`config.mk`:
```
export PLATFORM = sky130hd
export DESIGN_NAME = cpu_top
export DESIGN_NICKNAME = d
export VERILOG_FILES = /design/src/hw/cpu_pkg.sv /design/src/hw/control_block.sv /design/src/hw/memory_unit.sv /design/src/hw/register_bank.sv /design/src/hw/cpu_top.sv
export VERILOG_INCLUDE_DIRS = /design/src /design/src/hw
export SDC_FILE = /design/constraint.sdc
export NUM_CORES = 1
export LEC_CHECK = 0
export ABC_AREA = 0
export BUFFER_PORTS_ARGS = -buffer_cell sky130_fd_sc_hd__buf_2
export CAP_MARGIN = 40
export CORE_MARGIN = 5
export CORE_UTILIZATION = 30
export CTS_BUF_LIST = sky130_fd_sc_hd__clkbuf_8
export CTS_CLUSTER_DIAMETER = 50
export DETAILED_ROUTE_END_ITERATION = 6
export PLACE_DENSITY = 0.43
export RECOVER_POWER = 100
export SYNTH_ARGS = -nofsm -noshare
export SYNTH_HDL_FRONTEND = slang
export SYNTH_SLANG_ARGS = --single-unit
export TNS_END_PERCENT = 1
```
`constraint.sdc`:
```
create_clock -name clk -period 5.2 [get_ports clk]
set_input_delay 1.04 -clock clk [delete_from_list [all_inputs] [get_ports clk]]
set_output_delay 1.04 -clock clk [all_outputs]
set_load 0.02 [all_outputs]
```
`src/hw/cpu_defs.svh`:
```
// ==============================
// Sizing macros for the SAP-1 style CPU
// CPU_ADDR_W must address all CPU_RAM_BYTES words
// CPU_T_STATES is fixed by the control ring; do not change alone
// ==============================
`ifndef CPU_DEFS_SVH
`define CPU_DEFS_SVH

`define CPU_DATA_W    8   // Bus and register width
`define CPU_ADDR_W    4   // RAM address and PC width
`define CPU_RAM_BYTES 16  // Program plus data space
`define CPU_T_STATES  6   // Cycles per executed instruction

`endif

```
`src/hw/cpu_pkg.sv`:
```
// ==============================
// Shared types for the CPU
// Control word order follows the original strobe layout
// Active-low strobes are named n_*
// ==============================
`include "cpu_defs.svh"

package cpu_pkg;

    localparam int RAM_BYTES = `CPU_RAM_BYTES;
    localparam int T_STATES  = `CPU_T_STATES;

    typedef logic [`CPU_DATA_W-1:0] data_t;  // One bus byte
    typedef logic [`CPU_ADDR_W-1:0] addr_t;  // RAM address or PC value

    // High nibble of an instruction byte; other codes act as no-ops
    typedef enum logic [3:0] {
        LDA = 4'h0,
        ADD = 4'h1,
        SUB = 4'h2,
        OUT = 4'hE,
        HLT = 4'hF
    } opcode_e;

    typedef struct packed {
        logic cp;     // PC count
        logic ep;     // PC onto bus
        logic n_lma;  // Load MAR address
        logic n_lmd;  // Load RAM data register
        logic n_ce;   // RAM onto bus
        logic n_lr;   // RAM write
        logic n_li;   // Load IR
        logic n_ei;   // IR low nibble onto bus
        logic n_la;   // Load accumulator
        logic ea;     // Accumulator onto bus
        logic sub;    // ALU subtracts
        logic eu;     // ALU onto bus
        logic n_lb;   // Load B
        logic n_lo;   // Load output register
    } ctrl_word_t;

    // Nothing enabled, active-low strobes parked high
    localparam ctrl_word_t CTRL_IDLE = '{
        cp: 1'b0, ep: 1'b0, n_lma: 1'b1, n_lmd: 1'b1, n_ce: 1'b1,
        n_lr: 1'b1, n_li: 1'b1, n_ei: 1'b1, n_la: 1'b1, ea: 1'b0,
        sub: 1'b0, eu: 1'b0, n_lb: 1'b1, n_lo: 1'b1
    };

endpackage

```
`src/hw/control_block.sv`:
```
// ==============================
// Loader sequencer and T-state controller
// Loader ignores ui_in validity; the host must follow ready_for_ui
// Loading runs once per reset, 4 cycles per byte
// HLT stops the ring until the next reset
// ==============================
module control_block
    import cpu_pkg::*;
(
    input  logic       clk,
    input  logic       rst_n,
    input  logic       programming,   // Host wants to load RAM
    input  opcode_e    opcode,        // From IR, valid from T3 on
    output ctrl_word_t ctrl,
    output logic       read_ui_in,    // ui_in drives the bus
    output logic       ready_for_ui,  // Host byte is sampled this cycle
    output logic       done_load,
    output logic       halted
);

    localparam logic [3:0]          L_FIRST = 4'b0001;
    localparam logic [T_STATES-1:0] T_FIRST = T_STATES'(1);

    logic [3:0]          l_ring;    // One-hot L1..L4
    logic [T_STATES-1:0] t_ring;    // One-hot T1..T6
    addr_t               byte_cnt;  // Bytes loaded so far
    logic                armed;     // Low for the first cycle after reset
    logic                loading;
    logic                running;

    assign loading = armed & programming & ~done_load;
    assign running = done_load & ~programming & ~halted;  // done_load implies armed

    always_ff @(posedge clk) begin
        if (!rst_n) begin
            armed     <= 1'b0;
            l_ring    <= L_FIRST;
            t_ring    <= T_FIRST;
            byte_cnt  <= '0;
            done_load <= 1'b0;
            halted    <= 1'b0;
        end else begin
            armed <= 1'b1;
            if (loading) begin
                l_ring <= {l_ring[2:0], l_ring[3]};  // Rotate L1 -> L4
                if (l_ring[3]) begin
                    byte_cnt <= byte_cnt + 1'b1;
                    // Last slot written, PC wraps to 0 on this same edge
                    if (byte_cnt == addr_t'(RAM_BYTES - 1))
                        done_load <= 1'b1;
                end
            end
            if (running) begin
                t_ring <= {t_ring[T_STATES-2:0], t_ring[T_STATES-1]};
                if (t_ring[2] && opcode == HLT)
                    halted <= 1'b1;  // Freezes the ring from the next cycle
            end
        end
    end

    // Strobe decode from ring state and opcode
    always_comb begin
        ctrl         = CTRL_IDLE;
        read_ui_in   = 1'b0;
        ready_for_ui = 1'b0;
        if (loading) begin
            if (l_ring[0]) begin       // L1: PC to MAR
                ctrl.ep    = 1'b1;
                ctrl.n_lma = 1'b0;
            end
            if (l_ring[1]) begin       // L2: host byte into data reg
                read_ui_in   = 1'b1;
                ready_for_ui = 1'b1;
                ctrl.n_lmd   = 1'b0;
            end
            if (l_ring[2])             // L3: commit to RAM
                ctrl.n_lr = 1'b0;
            if (l_ring[3])             // L4: next slot
                ctrl.cp = 1'b1;
        end else if (running) begin
            if (t_ring[0]) begin       // T1: fetch address
                ctrl.ep    = 1'b1;
                ctrl.n_lma = 1'b0;
            end
            if (t_ring[1]) begin       // T2: fetch byte, bump PC
                ctrl.n_ce = 1'b0;
                ctrl.n_li = 1'b0;
                ctrl.cp   = 1'b1;
            end
            if (t_ring[2]) begin
                case (opcode)
                    LDA, ADD, SUB: begin   // Operand address to MAR
                        ctrl.n_ei  = 1'b0;
                        ctrl.n_lma = 1'b0;
                    end
                    OUT: begin
                        ctrl.ea   = 1'b1;
                        ctrl.n_lo = 1'b0;
                    end
                    default: ;             // HLT handled in the ring, rest no-op
                endcase
            end
            if (t_ring[3]) begin
                case (opcode)
                    LDA: begin
                        ctrl.n_ce = 1'b0;
                        ctrl.n_la = 1'b0;
                    end
                    ADD, SUB: begin        // Operand into B
                        ctrl.n_ce = 1'b0;
                        ctrl.n_lb = 1'b0;
                    end
                    default: ;
                endcase
            end
            if (t_ring[4] && (opcode == ADD || opcode == SUB)) begin
                ctrl.eu   = 1'b1;
                ctrl.sub  = (opcode == SUB);
                ctrl.n_la = 1'b0;          // Result back into A
            end
            // T6 is idle
        end
    end

endmodule

```
`src/hw/memory_unit.sv`:
```
// ==============================
// PC, MAR, RAM data register and RAM
// RAM keeps its contents over reset
// Reads are combinational from the MAR
// ==============================
module memory_unit
    import cpu_pkg::*;
(
    input  logic       clk,
    input  logic       rst_n,
    input  ctrl_word_t ctrl,
    input  data_t      bus,
    output data_t      pc_bus,   // PC, zero-extended
    output data_t      ram_bus   // Byte at the MAR address
);

    addr_t pc;
    addr_t mar_addr;
    data_t mdr;                  // Staged write data
    data_t ram [RAM_BYTES];

    // Program counter, wraps at 16
    always_ff @(posedge clk) begin
        if (!rst_n)
            pc <= '0;
        else if (ctrl.cp)
            pc <= pc + 1'b1;
    end

    // Address and data staging
    always_ff @(posedge clk) begin
        if (!ctrl.n_lma)
            mar_addr <= bus[$bits(addr_t)-1:0];  // Low nibble only
        if (!ctrl.n_lmd)
            mdr <= bus;
    end

    // Write port
    always_ff @(posedge clk) begin
        if (!ctrl.n_lr)
            ram[mar_addr] <= mdr;
    end

    assign pc_bus  = data_t'(pc);
    assign ram_bus = ram[mar_addr];  // Top level decides if it reaches the bus

endmodule

```
`src/hw/register_bank.sv`:
```
// ==============================
// A, B, IR and output registers plus ALU
// ALU result wraps modulo 256, no flags
// ==============================
module register_bank
    import cpu_pkg::*;
(
    input  logic       clk,
    input  logic       rst_n,
    input  ctrl_word_t ctrl,
    input  data_t      bus,
    output opcode_e    opcode,     // IR high nibble
    output data_t      ir_bus,     // IR low nibble, zero-extended
    output data_t      acc_bus,
    output data_t      alu_bus,
    output data_t      out_value   // Output register
);

    data_t acc;
    data_t b_reg;
    data_t ir;
    data_t out_reg;

    always_ff @(posedge clk) begin
        if (!rst_n) begin
            acc     <= '0;
            b_reg   <= '0;
            ir      <= '0;
            out_reg <= '0;
        end else begin
            if (!ctrl.n_la)
                acc <= bus;
            if (!ctrl.n_lb)
                b_reg <= bus;
            if (!ctrl.n_li)
                ir <= bus;
            if (!ctrl.n_lo)
                out_reg <= bus;   // Only OUT writes this
        end
    end

    // Adder-subtractor, carry dropped
    assign alu_bus = ctrl.sub ? (acc - b_reg) : (acc + b_reg);

    // Unknown codes pass through, control block treats them as no-ops
    assign opcode    = opcode_e'(ir[$bits(data_t)-1:$bits(addr_t)]);
    assign ir_bus    = data_t'(ir[$bits(addr_t)-1:0]);
    assign acc_bus   = acc;
    assign out_value = out_reg;

endmodule

```
`src/hw/cpu_top.sv`:
```
// ==============================
// SAP-1 style CPU top level
// uio_in[0] selects program load
// uio_out[3:1] are halted, done_load, ready_for_ui
// ena and uio_in[7:1] are not used
// ==============================
module cpu_top
    import cpu_pkg::*;
(
    input  data_t ui_in,    // Program bytes while loading
    output data_t uo_out,   // Output register
    input  data_t uio_in,
    output data_t uio_out,
    output data_t uio_oe,
    input  logic  ena,
    input  logic  clk,
    input  logic  rst_n
);

    ctrl_word_t ctrl;
    data_t      bus;
    data_t      pc_bus;
    data_t      ram_bus;
    data_t      ir_bus;
    data_t      acc_bus;
    data_t      alu_bus;
    opcode_e    opcode;
    logic       read_ui_in;
    logic       ready_for_ui;
    logic       done_load;
    logic       halted;

    // Shared bus, one source per cycle by construction
    always_comb begin
        if (read_ui_in)
            bus = ui_in;
        else if (ctrl.ep)
            bus = pc_bus;
        else if (!ctrl.n_ce)
            bus = ram_bus;
        else if (!ctrl.n_ei)
            bus = ir_bus;
        else if (ctrl.ea)
            bus = acc_bus;
        else if (ctrl.eu)
            bus = alu_bus;
        else
            bus = '0;  // Idle bus reads as zero
    end

    control_block u_ctrl (
        .clk          (clk),
        .rst_n        (rst_n),
        .programming  (uio_in[0]),
        .opcode       (opcode),
        .ctrl         (ctrl),
        .read_ui_in   (read_ui_in),
        .ready_for_ui (ready_for_ui),
        .done_load    (done_load),
        .halted       (halted)
    );

    memory_unit u_mem (
        .clk     (clk),
        .rst_n   (rst_n),
        .ctrl    (ctrl),
        .bus     (bus),
        .pc_bus  (pc_bus),
        .ram_bus (ram_bus)
    );

    register_bank u_regs (
        .clk       (clk),
        .rst_n     (rst_n),
        .ctrl      (ctrl),
        .bus       (bus),
        .opcode    (opcode),
        .ir_bus    (ir_bus),
        .acc_bus   (acc_bus),
        .alu_bus   (alu_bus),
        .out_value (uo_out)
    );

    // Status bits out, bit 0 stays an input
    assign uio_out = {4'b0000, halted, done_load, ready_for_ui, 1'b0};
    assign uio_oe  = 8'b0000_1110;

endmodule

```
After elaboration in Yosys (flattened, before gate mapping)
Memories as Yosys holds them, arrays and structs flattened. A register that Yosys moved wholly into a read port is not among the register bits. Index checks and enable logic that the tools add are counted.

Bits in registers: 65. Memory bits (writable): 128. Bits of input ports: 19. Output and inout port bits: 24. Word-level logic and storage cells: 82. Memories: 1.

Memories: u_mem.ram (depth 16, width 8, read ports 1, clocked after Yosys merged registers in 1, wr ports 1, RTL line memory_unit.sv:20) `data_t ram [RAM_BYTES];`.

Add/sub/neg operators: 4. Equal/unequal tests: 5. Mux-type cells: 43. Bitwise logic cells: 7. Reduce and logical (&&, ||, !) cells: 9.

Operator list (count): $mux 8 (9); $mux 1 (28); $eq 4x4->1 const B (3); $add 4x1->4 const B (2); $add 8x8->8 (1); $sub 8x8->8 (1); $mux 2 (3); $mux 3 (2); $and 1x1->1 (4); $eq 4x1->1 const B (1); $eq 4x2->1 const B (1); $logic_not 4->1 (1); $mux 4 (1); $reduce_and 2->1 (2); $not 1->1 (3); $reduce_and 3->1 (1); $reduce_or 3->1 (1); $logic_and 1x1->1 (2); $reduce_or 2->1 (1); $logic_or 1x1->1 (1).

Logic depth before layout (Yosys ltp)
Gate-level depths: netlist of run 1.

Depth after elaboration: 14. Gate-level depth with buffers: 14. Gate-level depth less buffers: 12.

Cells and area by module
A second synthesis of run 1 with hierarchy kept.

Cell total of the unflattened synthesis: 603. Area total of the unflattened synthesis: 8718.4 um^2.

Modules (own cells, without submodules): memory_unit (times used 1, cells each 264, area an instance 5679.2 um^2, sequential area each 4364.2 um^2); register_bank (times used 1, cells each 166, area an instance 1650.3 um^2, sequential area each 640.6 um^2); control_block (times used 1, cells each 88, area an instance 808.3 um^2, sequential area each 340.3 um^2); cpu_top (times used 1, cells each 85, area an instance 580.6 um^2, sequential area each 0.0 um^2).

Least setup slack after synthesis of run 1
Ideal clock, no wire load.

Kind: input to register. Start point: in uio_in[0]. End point: reg u_regs.out_reg[4], in the netlist u_regs.out_value[4]. Library setup time: 0.079 ns. Data arrival time: 3.839 ns. Required time: 5.121 ns. Setup slack: 1.282 ns. Cell stages on the path: 12. Buffers on the path: 1. Path through: and4bb_2 and2_1 clkbuf_1 mux2_2 fa_1 or2b_2 a21oi_1 nor2_1 or4_4 a211oi_2 a21oi_2 a211oi_2.

Word-level cells in the longest chain between the ends: 12. Elaborated cells between the ends (all ways): 19. Classes of those cells: mux (14); bitwise (5).

RTL lines: from (decl) (RTL line cpu_top.sv:12) `input data_t uio_in,`; $not 1->1 (RTL line control_block.sv:32) `assign running = done_load & ~programming & ~halted;`; $and 1x1->1 (2 in a row) (RTL line control_block.sv:32); $mux 8 (RTL line control_block.sv:80) `end else if (running) begin`; $mux 8 (RTL line control_block.sv:66) `if (loading) begin`; $mux 8 (RTL line register_bank.sv:43) `assign alu_bus = ctrl.sub ? (acc - b_reg) : (acc + b_reg);`; $mux 8 (RTL line cpu_top.sv:45) `else if (ctrl.eu)`; $mux 8 (RTL line cpu_top.sv:43) `else if (ctrl.ea)`; $mux 8 (RTL line cpu_top.sv:41) `else if (!ctrl.n_ei)`; $mux 8 (RTL line cpu_top.sv:39) `else if (!ctrl.n_ce)`; $mux 8 (RTL line cpu_top.sv:37) `else if (ctrl.ep)`; $mux 8 (RTL line cpu_top.sv:35) `if (read_ui_in)`; to (signal assigned) (RTL line register_bank.sv:38) `out_reg <= bus;`; to (decl) (RTL line register_bank.sv:22) `data_t out_reg;`.

Several ways; a longest one is shown, not always the timed one. A chain may end at the register's enable or synchronous reset.

Worst setup path after layout of run 1
Start point: in uio_in[0]. End point: reg u_mem.mdr[2] (data pin).

Word-level cells in the longest chain between the ends: 12. Elaborated cells between the ends (all ways): 19. Classes of those cells: mux (14); bitwise (5).

RTL lines: $not 1->1 (RTL line control_block.sv:32); $and 1x1->1 (2 in a row) (RTL line control_block.sv:32); $mux 8 (RTL line control_block.sv:80); $mux 8 (RTL line control_block.sv:66); $mux 8 (RTL line register_bank.sv:43); $mux 8 (RTL line cpu_top.sv:45); $mux 8 (RTL line cpu_top.sv:43); $mux 8 (RTL line cpu_top.sv:41); $mux 8 (RTL line cpu_top.sv:39); $mux 8 (RTL line cpu_top.sv:37); $mux 8 * (RTL line cpu_top.sv:35); named net bus[2] (RTL line cpu_top.sv:21) `data_t bus;`; to (signal assigned) (RTL line memory_unit.sv:35) `mdr <= bus;`; to (decl) (RTL line memory_unit.sv:19) `data_t mdr;`.

The timed path passes the listed nets; every way through them passes the cells marked *.

==> impl_metrics.json, run 1 <==
{
  "intPower_mw": 2.077,
  "io_buffers": 21,
  "std_cell_rows": 62,
  "syn_area_mm2": 0.008777,
  "endpoint_kind": "flop",
  "yosysSeqAreaShare": 0.6090,
  "htreeDepth": 4,
  "die_w_um": 181.0,
  "vias": 5163,
  "largest_reg_flops": 128,
  "finClkSkew_ps": 13.43,
  "p_leak_nw": 3.119,
  "pre_cts_ws_ps": 884.9,
  "post-cts-setup-buffers": 0,
  "cts_tree": "yes",
  "numCtsBuffers": 17,
  "fp.coreArea_mm2": 0.02878,
  "drive_above_1_share": 0.1089,
  "p_per_area_mw_per_mm2": 292.4,
  "cts_resized": 0,
  "path_clk_slew_ps": 110,
  "critPathMaxFanout": 7,
  "fin_nets": 706,
  "antenna_found_initial": 0,
  "synth-seq-cells": 197,
  "initial_core_util": 0.3050,
  "timing.fmax_mhz": 238.3,
  "die_area_mm2": 0.03278,
  "area_growth_pct": 7.969,
  "clk_path_buf_depth": 2,
  "ys_types": 69,
  "p_sw_frac": 0.2504,
  "grt_pass1_vias": 5310,
  "finalWorstSetupSlack_ps": 1003,
  "holdPathStages": 2,
  "antenna_cells": 0,
  "path_class": "in -> reg",
  "r2r_setup_slack_ps": 1070,
  "placed_cells": 1040,
  "cts_sinks": 197,
  "tightest_slew_ps": 1297,
  "hold_buffers": 0,
  "p_sw_mw": 0.6938,
  "synth-async-reset-ratio": 0,
  "setup_tns_ps": 0,
  "avgSynthCellArea_um2": 13.44,
  "ant_nets": 0,
  "mostFrequentLayoutCell": "edfxtp_1",
  "synth_area_leaders": "edfxtp_1, dfxtp_1, mux4_1, a21oi_1, nor2_1",
  "dieHeight_um": 181.0,
  "via_per_inst": 4.812,
  "detail_route.iter0.violations": 404,
  "startpoint_type": "input pin",
  "status": "completed",
  "top_register": "u_mem.ram",
  "ir_drop_mv": 0.1380,
  "synth_top_area_cell": "edfxtp_1",
  "design_area_mm2": 0.009477,
  "ys.flop_type": "edfxtp_1",
  "drt_wl_total_mm": 21.09,
  "gp_congestion": 0.8324,
  "grt_pass1_wl_mm": 32.17,
  "grt_max_degree": 35,
  "fill_cells": 2858,
  "ios": 43,
  "worstSkewPairLatency_ps": 470,
  "final_cells": 1073,
  "synthCells": 653,
  "ys_warn_count": 0,
  "period_needed_ps": 4197,
  "synth_edf_count": 140,
  "synth.top_cell.area_share": 0.4790,
  "drcViolationCount": 0,
  "hpwl_mm": 14.62,
  "hold_class": "reg -> reg",
  "power_frac_seq": 0.607,
  "root_buffer": "clkbuf_8",
  "final_util": 0.3293,
  "track_usage": 0.1290,
  "firstDrtPassIters": 7,
  "layout_common_cells": "edfxtp_1, a21oi_1, nor2_1, dfxtp_1, nand2_1",
  "drv_cap": 0,
  "slew_headroom": 0.1354,
  "ff2ff_path_depth": 6,
  "drv_slew": 0,
  "comb_power_share": 0.044,
  "grt_remaining_overflow": 0,
  "final_hold_viol_count": 0,
  "place_area_mm2": 0.009238,
  "finalSetupViolCount": 0,
  "rsz0062_at_grt": "no",
  "arrival_ps": 4360,
  "clock_power_share": 0.349,
  "wl_per_cell_um": 19.65,
  "post-route-period-util": 0.8071,
  "required_ps": 5370
}
-- per-stage QoR --
stage | power, mW | hold slack (ps)
2_1_floorplan | 1.814 | 436.6
3_3_place_gp | 1.844 | 447.8
3_5_place_dp | 1.848 | 453.5
4_1_cts | 2.819 | 471.7
5_1_grt | 2.882 | 492.6
6_report | 2.771 | 470.6
-- metal layers --
| metal | vias to the layer above | global-route usage | routed length, um |
|---|---|---|---|
| li1 | 2497 | - | - |
| met4 | 0 | 0.03573 | 347 |
| met2 | 99 | 0.2143 | 10380 |
| met1 | 2549 | 0.1727 | 9665 |
| met3 | 18 | 0.02594 | 690 |
| met5 | - | 0 | 0 |
-- worst max-delay path, stage by stage --
cell,delay [ps]
clkbuf_1,150
and4bb_2,420
and2_0,310
mux2_1,420
fa_1,430
xor2_1,180
o22ai_1,120
and3_1,210
a2111oi_2,940
nor2_1,150
-- final cells by class --
cell class	instances	area, um2	area share
Clock buffer	17	234.0	0.02469
Clock inverter	15	156.4	0.01650
Inverter	12	45.04	0.004753
Multi-Input combinational cell	406	3029	0.3196
Sequential cell	197	5345	0.5640
Tap cell	384	480.5	0.05070
Timing Repair Buffer	42	186.4	0.01967
-- power groups by stage --
stage | clock network (mW) | registers [mW] | logic, mW
after floorplan | 0 | 1.71 | 0.109
after global placement | 0 | 1.72 | 0.125
after detailed placement | 0 | 1.72 | 0.128
after CTS | 1.01 | 1.68 | 0.129
after global routing | 1.07 | 1.68 | 0.131
final | 0.968 | 1.68 | 0.121
-- cells in the mapped netlist (2+ instances only) --
| cell | count |
|---|---|
| and2_0 | 2 |
| nand2_1 | 56 |
| and2_1 | 3 |
| inv_1 | 12 |
| mux4_2 | 9 |
| a2111oi_4 | 4 |
| nor2_1 | 58 |
| xor2_1 | 8 |
| buf_1 | 2 |
| nor3_1 | 8 |
| buf_6 | 5 |
| clkbuf_8 | 4 |
| xnor2_1 | 10 |
| mux2_2 | 4 |
| nand2b_1 | 4 |
| o31ai_1 | 2 |
| a21oi_2 | 2 |
| or2_2 | 2 |
| clkbuf_1 | 16 |
| edfxtp_1 | 140 |
| nand4_1 | 4 |
| mux2i_1 | 9 |
| buf_4 | 16 |
| a211oi_2 | 5 |
| nand3_1 | 6 |
| o21ai_1 | 6 |
| conb_1 | 2 |
| mux4_1 | 23 |
| nor2b_1 | 6 |
| and3_1 | 5 |
| a41oi_1 | 2 |
| a31oi_1 | 4 |
| a211oi_1 | 8 |
| dfxtp_1 | 57 |
| a21oi_1 | 59 |
| buf_2 | 4 |
| o21ai_0 | 38 |
| o22ai_1 | 8 |
| ha_1 | 10 |
-- logic make-up (layout without fill, tap and decap cells) --
| family | after synthesis | in the layout | share of synthesized area |
|---|---|---|---|
| flip-flops | 197 | 197 | 0.6090 |
| AND/OR/NAND/NOR | 171 | 171 | 0.09409 |
| AO/OA/AOI/OAI | 148 | 148 | 0.1095 |
| buffers and inverters | 61 | 86 | 0.04476 |
| multiplexers | 45 | 45 | 0.1073 |
| XOR/XNOR | 18 | 18 | 0.01796 |
| adder cells (fa/ha/maj) | 11 | 11 | 0.01654 |
| other | 2 | 13 | 0.0008556 |
-- final timing paths --
kind	from	endpoint
worst max-delay path	uio_in[0]	u_mem.mdr[2]
worst min-delay path	u_ctrl.l_ring[1]	u_ctrl.l_ring[1]
worst max register to register	flop	u_mem.mar_addr[1]
worst min register to register	u_ctrl.l_ring[1]	u_ctrl.l_ring[1]
(Power assumes the default switching activity.)
==> run 2, diff against run 1 <==
--- a/config.mk
+++ b/config.mk
@@ -6,7 +6,7 @@
 export SDC_FILE = /design/constraint.sdc
 export NUM_CORES = 1
 export LEC_CHECK = 0
-export ABC_AREA = 0
+export ABC_AREA = 1
 export BUFFER_PORTS_ARGS = -buffer_cell sky130_fd_sc_hd__buf_2
 export CAP_MARGIN = 40
 export CORE_MARGIN = 5
@@ -14,7 +14,7 @@
 export CTS_BUF_LIST = sky130_fd_sc_hd__clkbuf_8
 export CTS_CLUSTER_DIAMETER = 50
 export DETAILED_ROUTE_END_ITERATION = 6
-export PLACE_DENSITY = 0.43
+export PLACE_DENSITY = 0.44
 export RECOVER_POWER = 100
 export SYNTH_ARGS = -nofsm -noshare
 export SYNTH_HDL_FRONTEND = slang
==> constraint.sdc (replaced) <==
create_clock -name clk -period 3.4 [get_ports clk]
set_input_delay 0.68 -clock clk [delete_from_list [all_inputs] [get_ports clk]]
set_output_delay 0.68 -clock clk [all_outputs]
set_load 0.02 [all_outputs]
==> run 2 against run 1 <==
  * Hold slack worse by 1.5 ps
  * Register-to-register slack got worse by 630 ps
  * Cell area rose by 1.2%
  * Clock-buffer cell count unchanged
  * Sequential power grew 53%
  * Power is 54% higher
  * Flip-flop and latch count unchanged
==> impl_metrics.json, run 2 <==
{
  "status": "completed",
  "clk_path_buf_depth": 2,
  "drv_slew": 0,
  "dieHeight_um": 180.9,
  "top_register": "u_mem.ram",
  "drt_wl_total_mm": 22.34,
  "ios": 43,
  "grt_remaining_overflow": 0,
  "antenna_cells": 0,
  "arrival_ps": 3380,
  "via_per_inst": 4.575,
  "track_usage": 0.1364,
  "final_hold_viol_count": 0,
  "ys_types": 37,
  "largest_reg_flops": 128,
  "finClkSkew_ps": 27.50,
  "vias": 6075,
  "antenna_found_initial": 0,
  "ys.flop_type": "edfxtp_1",
  "ys_warn_count": 0,
  "root_buffer": "clkbuf_8",
  "required_ps": 3820,
  "drive_above_1_share": 0.08157,
  "top_usage_layer": "met2",
  "std_cell_rows": 62,
  "p_per_area_mw_per_mm2": 445.7,
  "gp_congestion": 0.7978,
  "cts_resized": 0,
  "use_met3": 0.02614,
  "initial_core_util": 0.3045,
  "p_sw_mw": 1.112,
  "numCtsBuffers": 17,
  "worstSkewPairLatency_ps": 480,
  "post-route-period-util": 0.8714,
  "synth_edf_count": 140,
  "fin_nets": 961,
  "pre_cts_ws_ps": 218.5,
  "hold_class": "reg -> reg",
  "avgSynthCellArea_um2": 9.705,
  "drcViolationCount": 0,
  "ant_nets": 0,
  "finalWorstSetupSlack_ps": 437.4,
  "grt_pass1_vias": 5817,
  "layout_common_cells": "nand2_1, edfxtp_1, nor2_1, o21ai_0, nand3_1",
  "firstDrtPassIters": 5,
  "intPower_mw": 3.163,
  "period_needed_ps": 2963,
  "area_growth_pct": 9.452,
  "setup_tns_ps": 0,
  "clock_power_share": 0.358,
  "synthCells": 903,
  "yosysSeqAreaShare": 0.6099,
  "p_sw_frac": 0.2602,
  "synthTopCellsByCount": "nand2_1, edfxtp_1, nor2_1, nand3_1, o21ai_0",
  "grt_use_met1": 0.1924,
  "comb_power_share": 0.041,
  "hpwl_mm": 14.74,
  "synth.top_cell.area_share": 0.4797,
  "endpoint_kind": "flop",
  "hold_buffers": 0,
  "timing.fmax_mhz": 337.5,
  "mostFrequentLayoutCell": "nand2_1",
  "synth_area_leaders": "edfxtp_1, dfxtp_1, nand2_1, nor2_1, nand3_1",
  "grt_pass1_wl_mm": 34.56,
  "grt_max_degree": 65,
  "grtUsageMet2": 0.2213,
  "finalSetupViolCount": 0,
  "syn_area_mm2": 0.008763,
  "fp.coreArea_mm2": 0.02878,
  "rsz0062_at_grt": "no",
  "yosysMostFrequentCell": "nand2_1",
  "path_class": "reg -> reg",
  "ir_drop_mv": 0.2542,
  "p_leak_nw": 3.574,
  "power_frac_seq": 0.601,
  "cts_sinks": 197,
  "htreeDepth": 4,
  "detail_route.iter0.violations": 424,
  "slew_headroom": 0.05990,
  "post-cts-setup-buffers": 0,
  "synth_top_area_cell": "edfxtp_1",
  "path_clk_slew_ps": 110,
  "wl_per_cell_um": 16.82,
  "die_w_um": 180.9,
  "synth-async-reset-ratio": 0,
  "p_total_mw": 4.275,
  "cts_tree": "yes",
  "die_area_mm2": 0.03273,
  "critPathMaxFanout": 7,
  "tightest_slew_ps": 1410,
  "drv_cap": 0,
  "io_buffers": 21,
  "startpoint_type": "flop",
  "synth-seq-cells": 197
}
[run 2: changes by cell type in the layout (fill, tap and decap cells not counted), sizes merged, moves of 8 or more]
| cell | delta |
|---|---|
| nand3 | +72 |
| a211oi | -13 |
| mux4 | -32 |
| o211ai | +18 |
| mux2i | -9 |
| xnor2 | -9 |
| nor2 | +57 |
| o21ai | +41 |
| inv | +63 |
| nand2 | +118 |
| a21oi | -8 |
[run 2: cell type report]
cell class	count	area [um2]
inverters	80	302.8
clock buffers	17	234.0
clock inverters	15	177.7
well taps	384	480.5
flip-flops and latches	197	5348
fillers	2998	19190
repair buffers	48	230.2
multi-input cells	587	2819
[run 2: kinds of logic (layout without fill, tap and decap cells)]
family          after synthesis  after routing  synth area share
compound gates              168            168            0.1055
other cells                   2             13         0.0008570
flops                       197            197            0.6099
buf+inv                     130            160           0.06996
fa+ha+maj                    11             11           0.01656
simple gates                386            386            0.1882
xor+xnor                      9              9          0.008995
[run 2: worst paths after layout]
check	slack [ps]	end	cells past startpoint	startpoint
min reg2reg	470	u_ctrl.t_ring[3]	2	u_ctrl.t_ring[3]
max reg2reg	440	u_regs.ir[5]	17	u_ctrl.done_load
min	470	u_ctrl.t_ring[3]	2	u_ctrl.t_ring[3]
max	440	u_regs.ir[5]	17	u_ctrl.done_load
[run 2: per-layer routing]
| layer | wire length (um) | share of wire | vias up |
|---|---|---|---|
| met2 | 10510 | 0.47 | 86 |
| met3 | 603 | 0.027 | 9 |
| met5 | 0 | 0 | - |
| met1 | 11070 | 0.50 | 2893 |
| met4 | 158 | 0.0071 | 0 |
| li1 | - | - | 3087 |
[run 2: metrics by stage]
step / hold slack, ps / utilization / cells / area (um2)
6_report: 469.2 / 0.3333 / 1328 / 9592
5_1_grt: 498.9 / 0.3333 / 1328 / 9592
4_1_cts: 472.7 / 0.3369 / 1328 / 9697
3_5_place_dp: 456.6 / 0.3226 / 1296 / 9285
3_3_place_gp: 451.7 / 0.3226 / 1296 / 9285
2_1_floorplan: 429.2 / - / 914 / 8805
[run 2: power groups by stage]
stage | Combinational (mW) | Sequential, mW | Clock, mW
6_report | 0.176 | 2.57 | 1.53
5_1_grt | 0.197 | 2.57 | 1.69
4_1_cts | 0.182 | 2.57 | 1.59
3_5_place_dp | 0.182 | 2.62 | 0
3_3_place_gp | 0.182 | 2.62 | 0
2_1_floorplan | 0.134 | 2.62 | 0
[run 2: worst max-delay path, stage by stage (launching register included)]
cell and delay [ps]:
dfxtp_1 400, nand3b_1 270, nor3_1 340, o21a_1 230, inv_1 60, ha_1 270
nand2_1 50, o21ai_1 320, nand2_1 90, nand2_1 90, nor2_1 40, o21ai_0 150
nand2_1 70, nand2_1 70, nand3_1 180, nand3_1 190, nand2_1 60, inv_1 50
==> run 3, diff against run 2 <==
--- a/config.mk
+++ b/config.mk
@@ -9,12 +9,14 @@
 export ABC_AREA = 1
 export BUFFER_PORTS_ARGS = -buffer_cell sky130_fd_sc_hd__buf_2
 export CAP_MARGIN = 40
+export CELL_PAD_IN_SITES_DETAIL_PLACEMENT = 1
+export CELL_PAD_IN_SITES_GLOBAL_PLACEMENT = 1
 export CORE_MARGIN = 5
 export CORE_UTILIZATION = 30
 export CTS_BUF_LIST = sky130_fd_sc_hd__clkbuf_8
 export CTS_CLUSTER_DIAMETER = 50
 export DETAILED_ROUTE_END_ITERATION = 6
-export PLACE_DENSITY = 0.44
+export PLACE_DENSITY = 0.54
 export RECOVER_POWER = 100
 export SYNTH_ARGS = -nofsm -noshare
 export SYNTH_HDL_FRONTEND = slang
==> run 3 against run 2 <==
  * Clock-buffer cell count did not move
  * Power rose by 4.1%
  * Register-to-register slack worse by 40 ps
  * Sequential power barely moved
  * Critical endpoint is now u_mem.mar_addr[3]
==> impl_metrics.json, run 3 (same netlist as run 2, synthesis figures left out) <==
{
  "status": "completed",
  "path_clk_slew_ps": 110,
  "hold_buffers": 0,
  "r2r_end": "u_mem.mar_addr[3]",
  "grt_pass1_wl_mm": 37.50,
  "top_register": "u_mem.ram",
  "die_w_um": 180.9,
  "grt_max_degree": 40,
  "grt_pass1_vias": 6444,
  "antenna_found_initial": 0,
  "post-route-period-util": 0.8818,
  "finalSetupViolCount": 0,
  "setup_tns_ps": 0,
  "clk_path_buf_depth": 2,
  "finalWorstSetupSlack_ps": 401.9,
  "multi_input_area_mm2": 0.002814,
  "numCtsBuffers": 17,
  "startpoint_type": "flop",
  "r2r_setup_slack_ps": 400,
  "final_cells": 1333,
  "period_needed_ps": 2998,
  "fp.coreArea_mm2": 0.02878,
  "required_ps": 3630,
  "slew_headroom": 0.02847,
  "whs_endpoint": "u_ctrl.t_ring[5]",
  "ant_nets": 0,
  "drcViolationCount": 0,
  "pre_cts_ws_ps": 158.8,
  "worstSkewPairLatency_ps": 500,
  "drv_cap": 0,
  "drive_above_1_share": 0.08008,
  "die_area_mm2": 0.03273,
  "finClkSkew_ps": 44.39,
  "r2r-start": "u_regs.ir[5]",
  "cts_tree": "yes",
  "timing.fmax_mhz": 333.5,
  "post-cts-setup-buffers": 0,
  "cts_sinks": 197,
  "htreeDepth": 4,
  "firstDrtPassIters": 4,
  "drt_wl_total_mm": 23.92,
  "critPathMaxFanout": 6,
  "fill_cells": 3323,
  "final_util": 0.3360,
  "holdPathStages": 2,
  "area_growth_pct": 10.35,
  "ff2ff_path_depth": 16,
  "arrival_ps": 3230,
  "holdWs_ps": 472.5,
  "antenna_cells": 0,
  "ir_drop_mv": 0.3185,
  "placed_cells": 1301,
  "gp_congestion": 0.7641,
  "ios": 43,
  "tightest_slew_ps": 1457,
  "grt_remaining_overflow": 0,
  "wl_per_cell_um": 17.94,
  "io_buffers": 21,
  "path_class": "reg -> reg",
  "std_cell_rows": 62,
  "vias": 6185,
  "hold_class": "reg -> reg",
  "endpoint_kind": "flop",
  "cts_resized": 0,
  "mostFrequentLayoutCell": "nand2_1",
  "fin_nets": 966,
  "p_per_area_mw_per_mm2": 460.3,
  "root_buffer": "clkbuf_8",
  "worstHoldStart": "u_ctrl.t_ring[5]",
  "register_area_mm2": 0.005346,
  "p_leak_nw": 3.614,
  "initial_core_util": 0.3045,
  "track_usage": 0.1484,
  "dieHeight_um": 180.9,
  "drv_slew": 0,
  "hpwl_mm": 16.25,
  "rsz0062_at_grt": "no",
  "final_hold_viol_count": 0,
  "via_per_inst": 4.640,
  "largest_reg_flops": 128,
  "layout_common_cells": "nand2_1, edfxtp_1, nor2_1, o21ai_0, nand3_1",
  "detail_route.iter0.violations": 258
}
==> run 3: final cells by class <==
type | count | share of cell area
Clock buffer | 17 | 0.02419
Clock inverter | 15 | 0.02355
Inverter | 80 | 0.03131
Multi-Input combinational cell | 587 | 0.2910
Sequential cell | 197 | 0.5529
Tap cell | 384 | 0.04968
Timing Repair Buffer | 53 | 0.02743
==> run 3: layer usage <==
layer | GRT usage | part of all wire | up-vias | routed length (um)
met3 | 0.02574 | 0.024 | 8 | 582
met2 | 0.2588 | 0.50 | 54 | 12030
met4 | 0.03085 | 0.0059 | 0 | 141
li1 | - | - | 3095 | -
met1 | 0.1945 | 0.47 | 3028 | 11160
met5 | 0 | 0 | - | 0
==> run 3: worst max-delay path by stage <==
stage / depth (start not counted) / slack, ps / startpoint / to
floorplan: 15 / 630 / uio_in[0] / u_mem.mar_addr[3]
global placement: 16 / 200 / uio_in[0] / u_mem.mdr[3]
detailed placement: 16 / 160 / uio_in[0] / u_mem.mar_addr[3]
CTS: 15 / 430 / u_regs.ir[7] / u_mem.mar_addr[3]
global route: 20 / 60 / u_regs.ir[5] / u_regs.out_value[7]
finish: 16 / 400 / u_regs.ir[5] / u_mem.mar_addr[3]
==> run 3: stage by stage <==
step	total power [mW]	cell area, um2
after floorplan	2.751	8805
after global placement	2.813	9334
after detailed placement	2.816	9334
after CTS	4.518	9796
after global routing	4.644	9671
final	4.451	9671
==> run 3: critical path: stages, from the launching register on <==
cell and delay [ps]:
dfxtp_1 410, inv_2 60, nor2_1 120, nand2_1 110
nor2_1 160, a21oi_1 100, xor2_1 150, ha_1 380
nand2_1 70, o21ai_1 330, xor2_1 110, a21oi_1 240
o21ai_1 100, nand2_1 70, nand2_1 50, nand2_1 210
inv_1 90
==> run 3: power by group <==
group,switching (mW),leakage [nW],internal [mW]
combinational,0.134,1.73,0.0463
sequential,0.0167,1.65,2.56
clock,1.03,0.228,0.671
